`config.mk`:
```
export PLATFORM = sky130hd
export DESIGN_NAME = rv_core_flat
export DESIGN_NICKNAME = d
export VERILOG_FILES = /design/src/logic/rv_pkg.sv /design/src/logic/data_bus_if.sv /design/src/logic/reg_file.sv /design/src/logic/alu.sv /design/src/logic/decoder.sv /design/src/logic/csr_unit.sv /design/src/logic/rv_core.sv /design/src/flat_wrapper.sv
export SDC_FILE = /design/constraint.sdc
export NUM_CORES = 2
export LEC_CHECK = 0
export ABC_AREA = 0
export ABC_CLOCK_PERIOD_IN_PS = 11200
export BUFFER_PORTS_ARGS = -buffer_cell sky130_fd_sc_hd__buf_2
export CAP_MARGIN = 40
export CORE_ASPECT_RATIO = 1.5
export CORE_UTILIZATION = 62
export CTS_BUF_LIST = sky130_fd_sc_hd__clkbuf_8 sky130_fd_sc_hd__clkbuf_16
export DETAILED_ROUTE_END_ITERATION = 7
export GPL_TIMING_DRIVEN = 1
export PLACE_DENSITY = 0.79
export SLEW_MARGIN = 20
export SYNTH_ARGS = -nofsm -noshare
export SYNTH_HDL_FRONTEND = slang
export SYNTH_SLANG_ARGS = --single-unit
```
`constraint.sdc`:
```
create_clock -name clk -period 11.2 [get_ports clk]
set_clock_uncertainty 0.15 [all_clocks]
set_input_delay 0 -clock clk [delete_from_list [all_inputs] [get_ports clk]]
set_output_delay 0 -clock clk [all_outputs]
set_load 0.05 [all_outputs]
```
`src/logic/rv_pkg.sv`:
```
package rv_pkg;

   ////////////////////////////////////////////////////////////
   // Basic types
   ////////////////////////////////////////////////////////////

   typedef logic [31:0] word_t;
   typedef logic [4:0]  reg_idx_t;
   typedef logic [31:0] instr_t;
   typedef logic [11:0] csr_addr_t;

   typedef enum logic [3:0] {
      ALU_ADD, ALU_SUB, ALU_SLL, ALU_SLT, ALU_SLTU, ALU_XOR, ALU_SRL, ALU_SRA,
      ALU_OR, ALU_AND, ALU_EQ, ALU_NE, ALU_LT, ALU_GE, ALU_LTU, ALU_GEU
   } alu_op_e;

   typedef enum logic [1:0] {MEM_NONE, MEM_LOAD, MEM_STORE} mem_op_e;

   typedef enum logic [2:0] {WB_ALU, WB_MEM, WB_PC4, WB_CSR, WB_IMM} wb_sel_e;

   typedef enum logic [1:0] {CSR_NONE, CSR_WRITE, CSR_SET} csr_op_e;

   typedef enum logic [2:0] {
      PC_PLUS4, PC_BRANCH, PC_JAL, PC_JALR, PC_TRAP, PC_MEPC
   } pc_sel_e;

   // Control bundle, decoder to datapath
   typedef struct packed {
      alu_op_e alu_op;
      logic    a_from_pc;
      logic    b_from_imm;
      logic    reg_write;
      wb_sel_e wb_sel;
      mem_op_e mem_op;
      logic    is_branch;
      logic    is_jal;
      logic    is_jalr;
      csr_op_e csr_op;
      logic    csr_src_reg;
      logic    illegal;
      logic    ecall;
      logic    mret;
   } ctrl_t;

   ////////////////////////////////////////////////////////////
   // Encodings
   ////////////////////////////////////////////////////////////

   localparam logic [6:0] OPC_LUI    = 7'b0110111;
   localparam logic [6:0] OPC_AUIPC  = 7'b0010111;
   localparam logic [6:0] OPC_JAL    = 7'b1101111;
   localparam logic [6:0] OPC_JALR   = 7'b1100111;
   localparam logic [6:0] OPC_BRANCH = 7'b1100011;
   localparam logic [6:0] OPC_LOAD   = 7'b0000011;
   localparam logic [6:0] OPC_STORE  = 7'b0100011;
   localparam logic [6:0] OPC_OP_IMM = 7'b0010011;
   localparam logic [6:0] OPC_OP     = 7'b0110011;
   localparam logic [6:0] OPC_SYSTEM = 7'b1110011;

   localparam instr_t INSTR_ECALL = 32'h0000_0073;
   localparam instr_t INSTR_MRET  = 32'h3020_0073;

   localparam csr_addr_t CSR_MTVEC  = 12'h305;
   localparam csr_addr_t CSR_MEPC   = 12'h341;
   localparam csr_addr_t CSR_MCAUSE = 12'h342;

   localparam word_t CAUSE_ILLEGAL        = 32'd2;
   localparam word_t CAUSE_LOAD_MISALIGN  = 32'd4;
   localparam word_t CAUSE_STORE_MISALIGN = 32'd6;
   localparam word_t CAUSE_ECALL          = 32'd11;

   // Memory map
   localparam word_t RESET_PC       = 32'h8000_0000;
   localparam word_t TRAP_VEC_RESET = 32'h8000_0100;
   localparam word_t IO_BASE        = 32'h1000_0000;
   localparam word_t MTIME_ADDR     = 32'h0200_BFF8;
   localparam int    RAM_WORDS      = 256;
   localparam int    RAM_IDX_W      = $clog2(RAM_WORDS);

endpackage

```
`src/logic/data_bus_if.sv`:
```
`timescale 1ns/1ps

interface data_bus_if;
   import rv_pkg::*;

   word_t   addr;
   word_t   wdata;
   word_t   rdata;
   mem_op_e op;

   // Core drives the request, RAM answers in the same cycle
   modport core (output addr, output wdata, output op, input rdata);
   modport mem (input addr, input wdata, input op, output rdata);

endinterface

```
`src/logic/reg_file.sv`:
```
`timescale 1ns/1ps

module reg_file (
   input  logic             clk,
   input  logic             rst,
   input  rv_pkg::reg_idx_t rs1_i,
   input  rv_pkg::reg_idx_t rs2_i,
   input  rv_pkg::reg_idx_t rd_i,
   input  logic             we_i,
   input  rv_pkg::word_t    wdata_i,
   output rv_pkg::word_t    rdata1_o,
   output rv_pkg::word_t    rdata2_o
);
   import rv_pkg::*;

   word_t regs [32];

   // x0 reads as zero whatever the array holds
   assign rdata1_o = (rs1_i == '0) ? '0 : regs[rs1_i];
   assign rdata2_o = (rs2_i == '0) ? '0 : regs[rs2_i];

   always_ff @(posedge clk) begin
      if (rst) begin
         for (int i = 0; i < 32; i++) begin
            regs[i] <= '0;
         end
      end else if (we_i && (rd_i != '0)) begin
         regs[rd_i] <= wdata_i;
      end
   end

endmodule

```
`src/logic/alu.sv`:
```
`timescale 1ns/1ps

module alu (
   input  rv_pkg::alu_op_e op_i,
   input  rv_pkg::word_t   a_i,
   input  rv_pkg::word_t   b_i,
   output rv_pkg::word_t   result_o
);
   import rv_pkg::*;

   logic [4:0] shamt;
   logic       lt_s;
   logic       lt_u;

   assign shamt = b_i[4:0];
   assign lt_s  = $signed(a_i) < $signed(b_i);
   assign lt_u  = a_i < b_i;

   always_comb begin
      case (op_i)
         ALU_ADD:  result_o = a_i + b_i;
         ALU_SUB:  result_o = a_i - b_i;
         ALU_SLL:  result_o = a_i << shamt;
         ALU_SLT:  result_o = {31'b0, lt_s};
         ALU_SLTU: result_o = {31'b0, lt_u};
         ALU_XOR:  result_o = a_i ^ b_i;
         ALU_SRL:  result_o = a_i >> shamt;
         ALU_SRA:  result_o = $unsigned($signed(a_i) >>> shamt);
         ALU_OR:   result_o = a_i | b_i;
         ALU_AND:  result_o = a_i & b_i;
         // Branch conditions, taken flag in bit 0
         ALU_EQ:   result_o = {31'b0, a_i == b_i};
         ALU_NE:   result_o = {31'b0, a_i != b_i};
         ALU_LT:   result_o = {31'b0, lt_s};
         ALU_GE:   result_o = {31'b0, !lt_s};
         ALU_LTU:  result_o = {31'b0, lt_u};
         ALU_GEU:  result_o = {31'b0, !lt_u};
         default:  result_o = '0;
      endcase
   end

endmodule

```
`src/logic/decoder.sv`:
```
`timescale 1ns/1ps

module decoder (
   input  rv_pkg::instr_t    instr_i,
   output rv_pkg::ctrl_t     ctrl_o,
   output rv_pkg::word_t     imm_o,
   output rv_pkg::reg_idx_t  rs1_o,
   output rv_pkg::reg_idx_t  rs2_o,
   output rv_pkg::reg_idx_t  rd_o,
   output rv_pkg::csr_addr_t csr_addr_o
);
   import rv_pkg::*;

   logic [6:0] opcode;
   logic [2:0] funct3;
   logic [6:0] funct7;
   ctrl_t      c;

   assign opcode     = instr_i[6:0];
   assign funct3     = instr_i[14:12];
   assign funct7     = instr_i[31:25];
   assign rs1_o      = instr_i[19:15];
   assign rs2_o      = instr_i[24:20];
   assign rd_o       = instr_i[11:7];
   assign csr_addr_o = instr_i[31:20];

   // Shared by OP and OP-IMM, alt is the funct7 bit 5 selector
   function automatic alu_op_e arith_op(input logic [2:0] f3, input logic alt);
      case (f3)
         3'b000:  arith_op = alt ? ALU_SUB : ALU_ADD;
         3'b001:  arith_op = ALU_SLL;
         3'b010:  arith_op = ALU_SLT;
         3'b011:  arith_op = ALU_SLTU;
         3'b100:  arith_op = ALU_XOR;
         3'b101:  arith_op = alt ? ALU_SRA : ALU_SRL;
         3'b110:  arith_op = ALU_OR;
         default: arith_op = ALU_AND;
      endcase
   endfunction

   ////////////////////////////////////////////////////////////
   // Immediate generation
   ////////////////////////////////////////////////////////////

   always_comb begin
      case (opcode)
         OPC_LUI, OPC_AUIPC: imm_o = {instr_i[31:12], 12'b0};
         OPC_JAL:    imm_o = {{12{instr_i[31]}}, instr_i[19:12], instr_i[20],
                              instr_i[30:21], 1'b0};
         OPC_BRANCH: imm_o = {{20{instr_i[31]}}, instr_i[7], instr_i[30:25],
                              instr_i[11:8], 1'b0};
         OPC_STORE:  imm_o = {{20{instr_i[31]}}, instr_i[31:25], instr_i[11:7]};
         default:    imm_o = {{20{instr_i[31]}}, instr_i[31:20]};
      endcase
   end

   ////////////////////////////////////////////////////////////
   // Control decode
   ////////////////////////////////////////////////////////////

   always_comb begin
      c = '0;
      case (opcode)
         OPC_LUI: begin
            c.reg_write = 1'b1;
            c.wb_sel    = WB_IMM;
         end
         OPC_AUIPC: begin
            c.a_from_pc  = 1'b1;
            c.b_from_imm = 1'b1;
            c.reg_write  = 1'b1;
         end
         OPC_JAL: begin
            c.is_jal    = 1'b1;
            c.reg_write = 1'b1;
            c.wb_sel    = WB_PC4;
         end
         OPC_JALR: begin
            c.is_jalr    = 1'b1;
            c.b_from_imm = 1'b1;
            c.reg_write  = 1'b1;
            c.wb_sel     = WB_PC4;
            c.illegal    = funct3 != 3'b000;
         end
         OPC_BRANCH: begin
            c.is_branch = 1'b1;
            case (funct3)
               3'b000:  c.alu_op = ALU_EQ;
               3'b001:  c.alu_op = ALU_NE;
               3'b100:  c.alu_op = ALU_LT;
               3'b101:  c.alu_op = ALU_GE;
               3'b110:  c.alu_op = ALU_LTU;
               3'b111:  c.alu_op = ALU_GEU;
               default: c.illegal = 1'b1;
            endcase
         end
         OPC_LOAD, OPC_STORE: begin
            // Word accesses only
            c.b_from_imm = 1'b1;
            c.illegal    = funct3 != 3'b010;
            if (opcode == OPC_LOAD) begin
               c.mem_op    = MEM_LOAD;
               c.reg_write = 1'b1;
               c.wb_sel    = WB_MEM;
            end else begin
               c.mem_op = MEM_STORE;
            end
         end
         OPC_OP_IMM: begin
            c.b_from_imm = 1'b1;
            c.reg_write  = 1'b1;
            c.alu_op     = arith_op(funct3, funct3 == 3'b101 && funct7[5]);
            if (funct3 == 3'b001) begin
               c.illegal = funct7 != 7'b0;
            end else if (funct3 == 3'b101) begin
               c.illegal = (funct7 & 7'b1011111) != 7'b0;
            end
         end
         OPC_OP: begin
            c.reg_write = 1'b1;
            c.alu_op    = arith_op(funct3, funct7[5]);
            if (funct3 == 3'b000 || funct3 == 3'b101) begin
               c.illegal = (funct7 & 7'b1011111) != 7'b0;
            end else begin
               c.illegal = funct7 != 7'b0;
            end
         end
         OPC_SYSTEM: begin
            if (funct3 == 3'b001 || funct3 == 3'b010) begin
               c.csr_op      = (funct3 == 3'b001) ? CSR_WRITE : CSR_SET;
               c.csr_src_reg = 1'b1;
               c.reg_write   = 1'b1;
               c.wb_sel      = WB_CSR;
               c.illegal     = !(csr_addr_o inside {CSR_MTVEC, CSR_MEPC, CSR_MCAUSE});
            end else begin
               c.ecall   = instr_i == INSTR_ECALL;
               c.mret    = instr_i == INSTR_MRET;
               c.illegal = !(c.ecall || c.mret);
            end
         end
         default: c.illegal = 1'b1;
      endcase

      // An illegal word keeps only its flag
      if (c.illegal) begin
         c         = '0;
         c.illegal = 1'b1;
      end
   end

   assign ctrl_o = c;

endmodule

```
`src/logic/csr_unit.sv`:
```
`timescale 1ns/1ps

module csr_unit (
   input  logic              clk,
   input  logic              rst,
   input  rv_pkg::csr_op_e   op_i,
   input  rv_pkg::csr_addr_t addr_i,
   input  rv_pkg::word_t     wdata_i,
   output rv_pkg::word_t     rdata_o,
   input  logic              trap_i,
   input  rv_pkg::word_t     cause_i,
   input  rv_pkg::word_t     pc_i,
   input  logic              mret_i,
   output rv_pkg::word_t     mtvec_o,
   output rv_pkg::word_t     mepc_o,
   output rv_pkg::word_t     mtime_o
);
   import rv_pkg::*;

   word_t mtvec_q;
   word_t mepc_q;
   word_t mcause_q;
   word_t mtime_q;
   word_t csr_new;

   always_comb begin
      case (addr_i)
         CSR_MTVEC:  rdata_o = mtvec_q;
         CSR_MEPC:   rdata_o = mepc_q;
         CSR_MCAUSE: rdata_o = mcause_q;
         default:    rdata_o = '0;
      endcase
   end

   // Read-modify-write value
   assign csr_new = (op_i == CSR_SET) ? (rdata_o | wdata_i) : wdata_i;

   always_ff @(posedge clk) begin
      if (rst) begin
         mtvec_q  <= TRAP_VEC_RESET;
         mepc_q   <= '0;
         mcause_q <= '0;
         mtime_q  <= '0;
      end else begin
         mtime_q <= mtime_q + 32'd1;
         if (trap_i) begin
            mepc_q   <= pc_i;
            mcause_q <= cause_i;
         end else if (mret_i) begin
            // Return closes the trap, no cause pending
            mcause_q <= '0;
         end else if (op_i != CSR_NONE) begin
            case (addr_i)
               CSR_MTVEC:  mtvec_q  <= {csr_new[31:2], 2'b00};
               CSR_MEPC:   mepc_q   <= {csr_new[31:2], 2'b00};
               CSR_MCAUSE: mcause_q <= csr_new;
               default:    mcause_q <= mcause_q;
            endcase
         end
      end
   end

   assign mtvec_o = mtvec_q;
   assign mepc_o  = mepc_q;
   assign mtime_o = mtime_q;

endmodule

```
`src/logic/rv_core.sv`:
```
`timescale 1ns/1ps

module rv_core (
   input  logic           clk,
   input  logic           rst,
   output rv_pkg::word_t  pc_o,
   input  rv_pkg::instr_t instr_i,
   data_bus_if.core       dbus,
   output logic           io_we_o,
   output rv_pkg::word_t  io_addr_o,
   output rv_pkg::word_t  io_wdata_o
);
   import rv_pkg::*;

   word_t     pc_q;
   word_t     pc_next;
   word_t     pc_plus4;
   word_t     pc_rel;
   pc_sel_e   pc_sel;
   ctrl_t     ctrl;
   word_t     imm;
   reg_idx_t  rs1;
   reg_idx_t  rs2;
   reg_idx_t  rd;
   csr_addr_t csr_addr;
   word_t     rs1_data;
   word_t     rs2_data;
   word_t     alu_result;
   word_t     wb_data;
   word_t     load_data;
   word_t     csr_rdata;
   word_t     csr_wdata;
   word_t     mtvec;
   word_t     mepc;
   word_t     mtime;
   word_t     trap_cause;
   logic      is_io;
   logic      is_timer;
   logic      is_ram;
   logic      misalign;
   logic      trap;

   decoder u_decoder (
      .instr_i    (instr_i),
      .ctrl_o     (ctrl),
      .imm_o      (imm),
      .rs1_o      (rs1),
      .rs2_o      (rs2),
      .rd_o       (rd),
      .csr_addr_o (csr_addr)
   );

   reg_file u_reg_file (
      .clk      (clk),
      .rst      (rst),
      .rs1_i    (rs1),
      .rs2_i    (rs2),
      .rd_i     (rd),
      .we_i     (ctrl.reg_write && !trap),
      .wdata_i  (wb_data),
      .rdata1_o (rs1_data),
      .rdata2_o (rs2_data)
   );

   alu u_alu (
      .op_i     (ctrl.alu_op),
      .a_i      (ctrl.a_from_pc ? pc_q : rs1_data),
      .b_i      (ctrl.b_from_imm ? imm : rs2_data),
      .result_o (alu_result)
   );

   assign csr_wdata = ctrl.csr_src_reg ? rs1_data : {27'b0, rs1};

   csr_unit u_csr_unit (
      .clk     (clk),
      .rst     (rst),
      .op_i    (ctrl.csr_op),
      .addr_i  (csr_addr),
      .wdata_i (csr_wdata),
      .rdata_o (csr_rdata),
      .trap_i  (trap),
      .cause_i (trap_cause),
      .pc_i    (pc_q),
      .mret_i  (ctrl.mret),
      .mtvec_o (mtvec),
      .mepc_o  (mepc),
      .mtime_o (mtime)
   );

   ////////////////////////////////////////////////////////////
   // Traps and data address decode
   ////////////////////////////////////////////////////////////

   assign misalign = (ctrl.mem_op != MEM_NONE) && (alu_result[1:0] != 2'b00);
   assign trap     = ctrl.illegal || ctrl.ecall || misalign;

   always_comb begin
      if (ctrl.illegal) begin
         trap_cause = CAUSE_ILLEGAL;
      end else if (ctrl.ecall) begin
         trap_cause = CAUSE_ECALL;
      end else if (ctrl.mem_op == MEM_STORE) begin
         trap_cause = CAUSE_STORE_MISALIGN;
      end else begin
         trap_cause = CAUSE_LOAD_MISALIGN;
      end
   end

   assign is_io    = alu_result >= IO_BASE;
   assign is_timer = alu_result == MTIME_ADDR;
   assign is_ram   = !is_io && !is_timer;

   // Nothing retires to memory while held in reset
   assign dbus.addr  = alu_result;
   assign dbus.wdata = rs2_data;
   assign dbus.op    = (rst || trap || !is_ram) ? MEM_NONE : ctrl.mem_op;

   assign io_we_o    = !rst && !trap && is_io && (ctrl.mem_op == MEM_STORE);
   assign io_addr_o  = alu_result;
   assign io_wdata_o = rs2_data;

   // IO reads back as zero
   always_comb begin
      if (is_timer) begin
         load_data = mtime;
      end else if (is_ram) begin
         load_data = dbus.rdata;
      end else begin
         load_data = '0;
      end
   end

   always_comb begin
      case (ctrl.wb_sel)
         WB_MEM:  wb_data = load_data;
         WB_PC4:  wb_data = pc_plus4;
         WB_CSR:  wb_data = csr_rdata;
         WB_IMM:  wb_data = imm;
         default: wb_data = alu_result;
      endcase
   end

   ////////////////////////////////////////////////////////////
   // Next PC
   ////////////////////////////////////////////////////////////

   assign pc_plus4 = pc_q + 32'd4;
   assign pc_rel   = pc_q + imm;

   always_comb begin
      if (trap) begin
         pc_sel = PC_TRAP;
      end else if (ctrl.is_branch && alu_result[0]) begin
         pc_sel = PC_BRANCH;
      end else if (ctrl.is_jal) begin
         pc_sel = PC_JAL;
      end else if (ctrl.is_jalr) begin
         pc_sel = PC_JALR;
      end else if (ctrl.mret) begin
         pc_sel = PC_MEPC;
      end else begin
         pc_sel = PC_PLUS4;
      end

      case (pc_sel)
         PC_TRAP:             pc_next = mtvec;
         PC_BRANCH, PC_JAL:   pc_next = pc_rel;
         PC_JALR:             pc_next = {alu_result[31:1], 1'b0};
         PC_MEPC:             pc_next = mepc;
         default:             pc_next = pc_plus4;
      endcase
   end

   always_ff @(posedge clk) begin
      if (rst) begin
         pc_q <= RESET_PC;
      end else begin
         pc_q <= pc_next;
      end
   end

   assign pc_o = pc_q;

endmodule

```
`src/flat_wrapper.sv`:
```
// flat-port wrapper written by rule: the top's interface ports become plain ports
module rv_core_flat import rv_pkg::*;
  (clk, rst, pc_o, instr_i, io_we_o, io_addr_o, io_wdata_o, dbus_addr, dbus_wdata, dbus_op, dbus_rdata);
  data_bus_if dbus_i ();
  input  logic clk;
  input  logic rst;
  output rv_pkg::word_t pc_o;
  input  rv_pkg::instr_t instr_i;
  output logic io_we_o;
  output rv_pkg::word_t io_addr_o;
  output rv_pkg::word_t io_wdata_o;
  output wire logic [$bits(dbus_i.addr)-1:0] dbus_addr;
  output wire logic [$bits(dbus_i.wdata)-1:0] dbus_wdata;
  output wire logic [$bits(dbus_i.op)-1:0] dbus_op;
  input wire logic [$bits(dbus_i.rdata)-1:0] dbus_rdata;
  assign dbus_addr = dbus_i.addr;
  assign dbus_wdata = dbus_i.wdata;
  assign dbus_op = dbus_i.op;
  assign dbus_i.rdata = dbus_rdata;
  rv_core u_core (.clk(clk), .rst(rst), .pc_o(pc_o), .instr_i(instr_i), .dbus(dbus_i), .io_we_o(io_we_o), .io_addr_o(io_addr_o), .io_wdata_o(io_wdata_o));
endmodule
```
==> results of run 1 <==
==> synthesized netlist by cell type, drive strengths merged (25+ instances only) <==
master,n,share of area [%]
a21oi,1093,7.1
edfxtp,1024,40
mux4,523,15
nand2,468,2.3
clkbuf,466,2.3
buf,337,2.7
nor2,307,1.5
nor3,234,1.5
inv,228,1.1
o21ai,203,1.4
mux2i,196,2.6
a22oi,170,1.7
dfxtp,158,4.1
a211oi,155,1.7
ha,130,2.1
nand3,92,0.60
o211ai,79,0.86
a31oi,74,0.61
o22ai,65,0.53
xnor2,65,0.74
a22o,62,0.71
nor2b,59,0.48
nor4,52,0.45
a21o,46,0.45
xor2,42,0.48
mux2,38,0.56
a21boi,37,0.37
a221oi,35,0.45
and3,35,0.29
or3,33,0.27
a222oi,32,0.42
a41oi,31,0.35
nand2b,28,0.23
and2,25,0.20
==> metrics by stage <==
step	util (%)	setup WS, ps	instance area, um^2
3_5_place_dp	66.5	1130	81300
3_3_place_gp	66.1	1100	80900
2_1_floorplan	-	1330	76900
4_1_cts	69.4	1400	85000
==> per-layer routing <==
layer / overflow / GRT usage (%)
met1: 1 / 71.4
met2: 188 / 92.7
met3: 2 / 51.4
met4: 145 / 78.7
met5: 0 / 25.3
==> kinds of logic after synthesis <==
kind of cell | synth area share [%]
multiplexers | 18.5
other | 0.00488
AND/OR/NAND/NOR | 8.62
flip-flops | 44.2
adder cells (fa/ha/maj) | 2.20
AO/OA/AOI/OAI | 19.2
XOR/XNOR | 1.22
buffers and inverters | 6.14
==> repair_timing <==
item / CTS
hold buffers: 22
endpoints found under the hold margin: 386
gates resized for setup: 0
==> run metrics, run 1 <==
status aborted with a tool error; Exit stage 5_1_grt; first error [ERROR GRT-0116] Global routing finished with congestion. Check the congestion regions in the DRC Viewer.; Initial Util 62.8%; CTS H-tree depth 3; GPL Wtd Cong 1.16; Placed Instances 8394; FF+latch count, synth 1182; row cnt 157; CTS Buf Count 96; asr flop ratio synth 0%; Post-CTS Setup Inserts 0; Ports 229; clk sinks 1182; area of the mapped netlist 76800 um^2; Die Wd 289 um; PortBufs 228; largest net degree at the start of global routing 126; Max Root-Sink Buffers 3; yosys warns 0; cells after synthesis 6914; dpl hpwl 274000 um; Avg Cell Area, Syn 11.1 um^2; Post-synth EDFFs 1024; Root Buffer clkbuf_16; first-pass GRT wire length 639000 um; Primary FF master, synth edfxtp_1; Die H 433 um; vias in the first global route 80300; Synth cell types 115; GRT Total Usage 72.9%; sequential share of the synthesized area 44.2%; grt ovf 336
==> run 2: changes to the inputs <==
CORE_ASPECT_RATIO = not set   (was 1.5)
CORE_UTILIZATION = 40   (was 62)
CTS_BUF_LIST = not set   (was sky130_fd_sc_hd__clkbuf_8 sky130_fd_sc_hd__clkbuf_16)
PLACE_DENSITY = not set   (was 0.79)
PLACE_DENSITY_LB_ADDON = 0.15   (was not set)
==> run metrics, run 2 <==
DRT iter0 DRCs 12500; setup violators final 0; Worst VDD drop 0.000170 V; CTS Buf Count 140; GRT Total Usage 40.1%; Critical Path Fanout Max 50; initial antenna violation count 19; area of the mapped netlist 76800 um^2; vias in the first global route 64200; Yosys top cell by area edfxtp_1; commonest non-fill, non-tap cell in the layout a21oi_1; FF-to-FF End u_core.u_reg_file.regs[15][21]$_SDFFCE_PN0P_; GPL Wtd Cong 1.04; share of cells above drive strength 1 23.6%; TritonCTS clock tree yes; Synth Area in Compound Gates 19.2%; R2R depth 26; sequential share of the synthesized area 44.2%; Post-synth EDFFs 1024; CP Class in2reg; Routed WL 398000 um; Post-CTS Setup Inserts 0; PortBufs 228; CP Capture Type register; post-layout min period 10380 ps; Avg Cell Area, Syn 11.1 um^2; clk sinks 1182; main combinational cell family by area after synthesis compound AO/OA/AOI/OAI gates; grt ovf 0; CTS H-tree depth 4; Vias/cell 7.22; Arr. time, crit path 10680 ps; asr flop ratio synth 0%; setup total negative slack 0 ps; clock latency on the worst-skew pair 840 ps; Core Region 190000 um^2; max-cap violation count 0; total power 14000 uW; Pre-antenna DRT Iters 8; Max Root-Sink Buffers 3; largest net degree at the start of global routing 79; commonest non-fill, non-tap cells in the layout a21oi_1 (1080), edfxtp_1 (1024), mux4_2 (523); Adder-Cell Fraction of Synth Area 2.20%; Least-Margin Pin Slew 1210 ps; Layout area overhead 12.9%; Die Wd 440 um; Synth cell types 115; largest register by flop count u_core.u_reg_file.regs; CP required 11500 ps; Initial Util 40.3%; multiplexer share of the synthesized area 18.5%; Final Net Count 7164; Hold Path Class in2reg; violated checks design-rule violations; ranking of synthesized cells by instance count a21oi_1 (1088), edfxtp_1 (1024), mux4_2 (523), nand2_1 (468), clkbuf_1 (465); row cnt 160; Vias 69300; simple-gate share of the synthesized area 8.62%; kind of start point of the critical path input pin; Primary FF master, synth edfxtp_1; Final Cycle Share 92.7%; FF-to-FF Start u_core.u_reg_file.regs[24][6]$_SDFFCE_PN0P_; Fmax 96.3 MHz; relative slew slack 19.6%; RSZ-0062 raised after global routing false; Pwr Density 162 nW/um^2; # DRC 12; final hold violation count 0; yosys warns 0; R2R setup slack 950 ps; status complete, but fails checks; die area 194000 um^2; first-pass GRT wire length 536000 um; Area contributors post-synth edfxtp_1 (40%), mux4_2 (15%), a21oi_1 (7.1%); most common cell in the netlist a21oi_1; routed len/inst 41.4 um; Root Buffer clkbuf_16; Leak 0.0308 uW; Ports 229; XOR/XNOR share of the synthesized area 1.22%; pins over their slew limit 0; DRT antenna net count 0; share of the synthesized area in the top cell type 40.0%; WHS Endpoint u_core.u_reg_file.regs[17][3]$_SDFFCE_PN0P_; clock-pin slew on the worst setup and hold paths 60 ps; Die H 440 um; FF+latch count, synth 1182; dpl hpwl 262000 um; max reg flops 1024; cells after synthesis 6914; worst hold start dbus_rdata[3]; cell count of the worst hold path 6
[run 2: cell counts after synthesis]
Identical to the previous run, type by type.
[run 2: critical path, cell delays in order]
cell           delay [ps]
dlygate4sd3_1         530
buf_2                 230
nand2b_1              450
o41ai_2               790
or2_4                 810
mux2i_4               330
buf_4                 320
ha_1                  380
nor2b_1               180
o21ai_0               210
nand2b_1              130
a41oi_1               570
a21oi_1               260
o2111ai_1             550
a31oi_1               300
a221o_1               450
a211oi_1              260
nor3_1                120
o31ai_2               360
inv_1                 200
o21ai_0               470
nand4_1               630
nor3_1                740
nand2_2               110
dlygate4sd3_1         590
nand2_2               160
buf_4                 470
[run 2: per-layer routing]
layer | GRT usage (%) | part of all wire (%) | vias to the layer above
li1 | - | - | 27100
met1 | 50.5 | 35 | 34900
met2 | 58.9 | 43 | 5986
met3 | 12.0 | 13 | 1362
met4 | 28.3 | 8.4 | 14
met5 | 0 | 0.020 | -
[run 2: power breakdown]
group          switching [uW]  internal (uW)  total, uW  leakage (uW)
Sequential               81.9           4910       4990        0.0118
Clock                    2000           2580       4580       0.00218
Combinational            3280           1160       4440        0.0168
[run 2: metrics by stage]
stage / hold slack (ps) / cell area (um^2) / util, % / instances / setup slack (ps)
finish: 45.3 / 86700 / 45.6 / 9601 / 816
global route: 57.2 / 86700 / 45.5 / 9592 / 635
CTS: 6.18 / 86600 / 45.5 / 9574 / 1300
detailed placement: 298 / 81800 / 42.9 / 9285 / 1070
global placement: 292 / 81100 / 42.6 / 9232 / 1020
floorplan: 36.2 / 76900 / - / 6945 / 1330
[run 2: area by class of cell]
class	count	area, um^2
Tap cell	2511	3140
Clock inverter	85	772
Multi-Input combinational cell	4729	39000
Inverter	231	867
Clock buffer	169	3670
Antenna cell	13	32.5
Timing Repair Buffer	681	5330
Sequential cell	1182	33900
Fill cell	17700	104000
[run 2: worst max path at each step]
stage | endpoint | slack [ps] | from | cells after the start
2_1_floorplan | dbus_op[0] | 1330 | instr_i[20] | 32
3_3_place_gp | u_core.u_reg_file.regs[6][19]$_SDFFCE_PN0P_ | 1020 | instr_i[20] | 27
3_5_place_dp | u_core.u_reg_file.regs[6][2]$_SDFFCE_PN0P_ | 1070 | instr_i[20] | 28
4_1_cts | dbus_op[1] | 1300 | instr_i[6] | 27
5_1_grt | u_core.u_reg_file.regs[15][22]$_SDFFCE_PN0P_ | 640 | instr_i[6] | 27
6_report | u_core.u_reg_file.regs[15][21]$_SDFFCE_PN0P_ | 820 | instr_i[6] | 27
[run 2: kinds of logic (layout without fill, tap and decap cells)]
logic type      Yosys count  after routing
compound gates         2291           2291
mux                     757            757
buf+inv                1034           1166
other cells               1             45
xor+xnor                107            107
fa+ha+maj               133            133
simple gates           1409           1409
flops                  1182           1182
[run 2: what timing repair did]
action / in CTS / in global routing
gates resized for setup: 0 / 0
hold buffers: 35 / 0
hold endpoints to repair: 804 / 0
(Power assumes the default switching activity.)
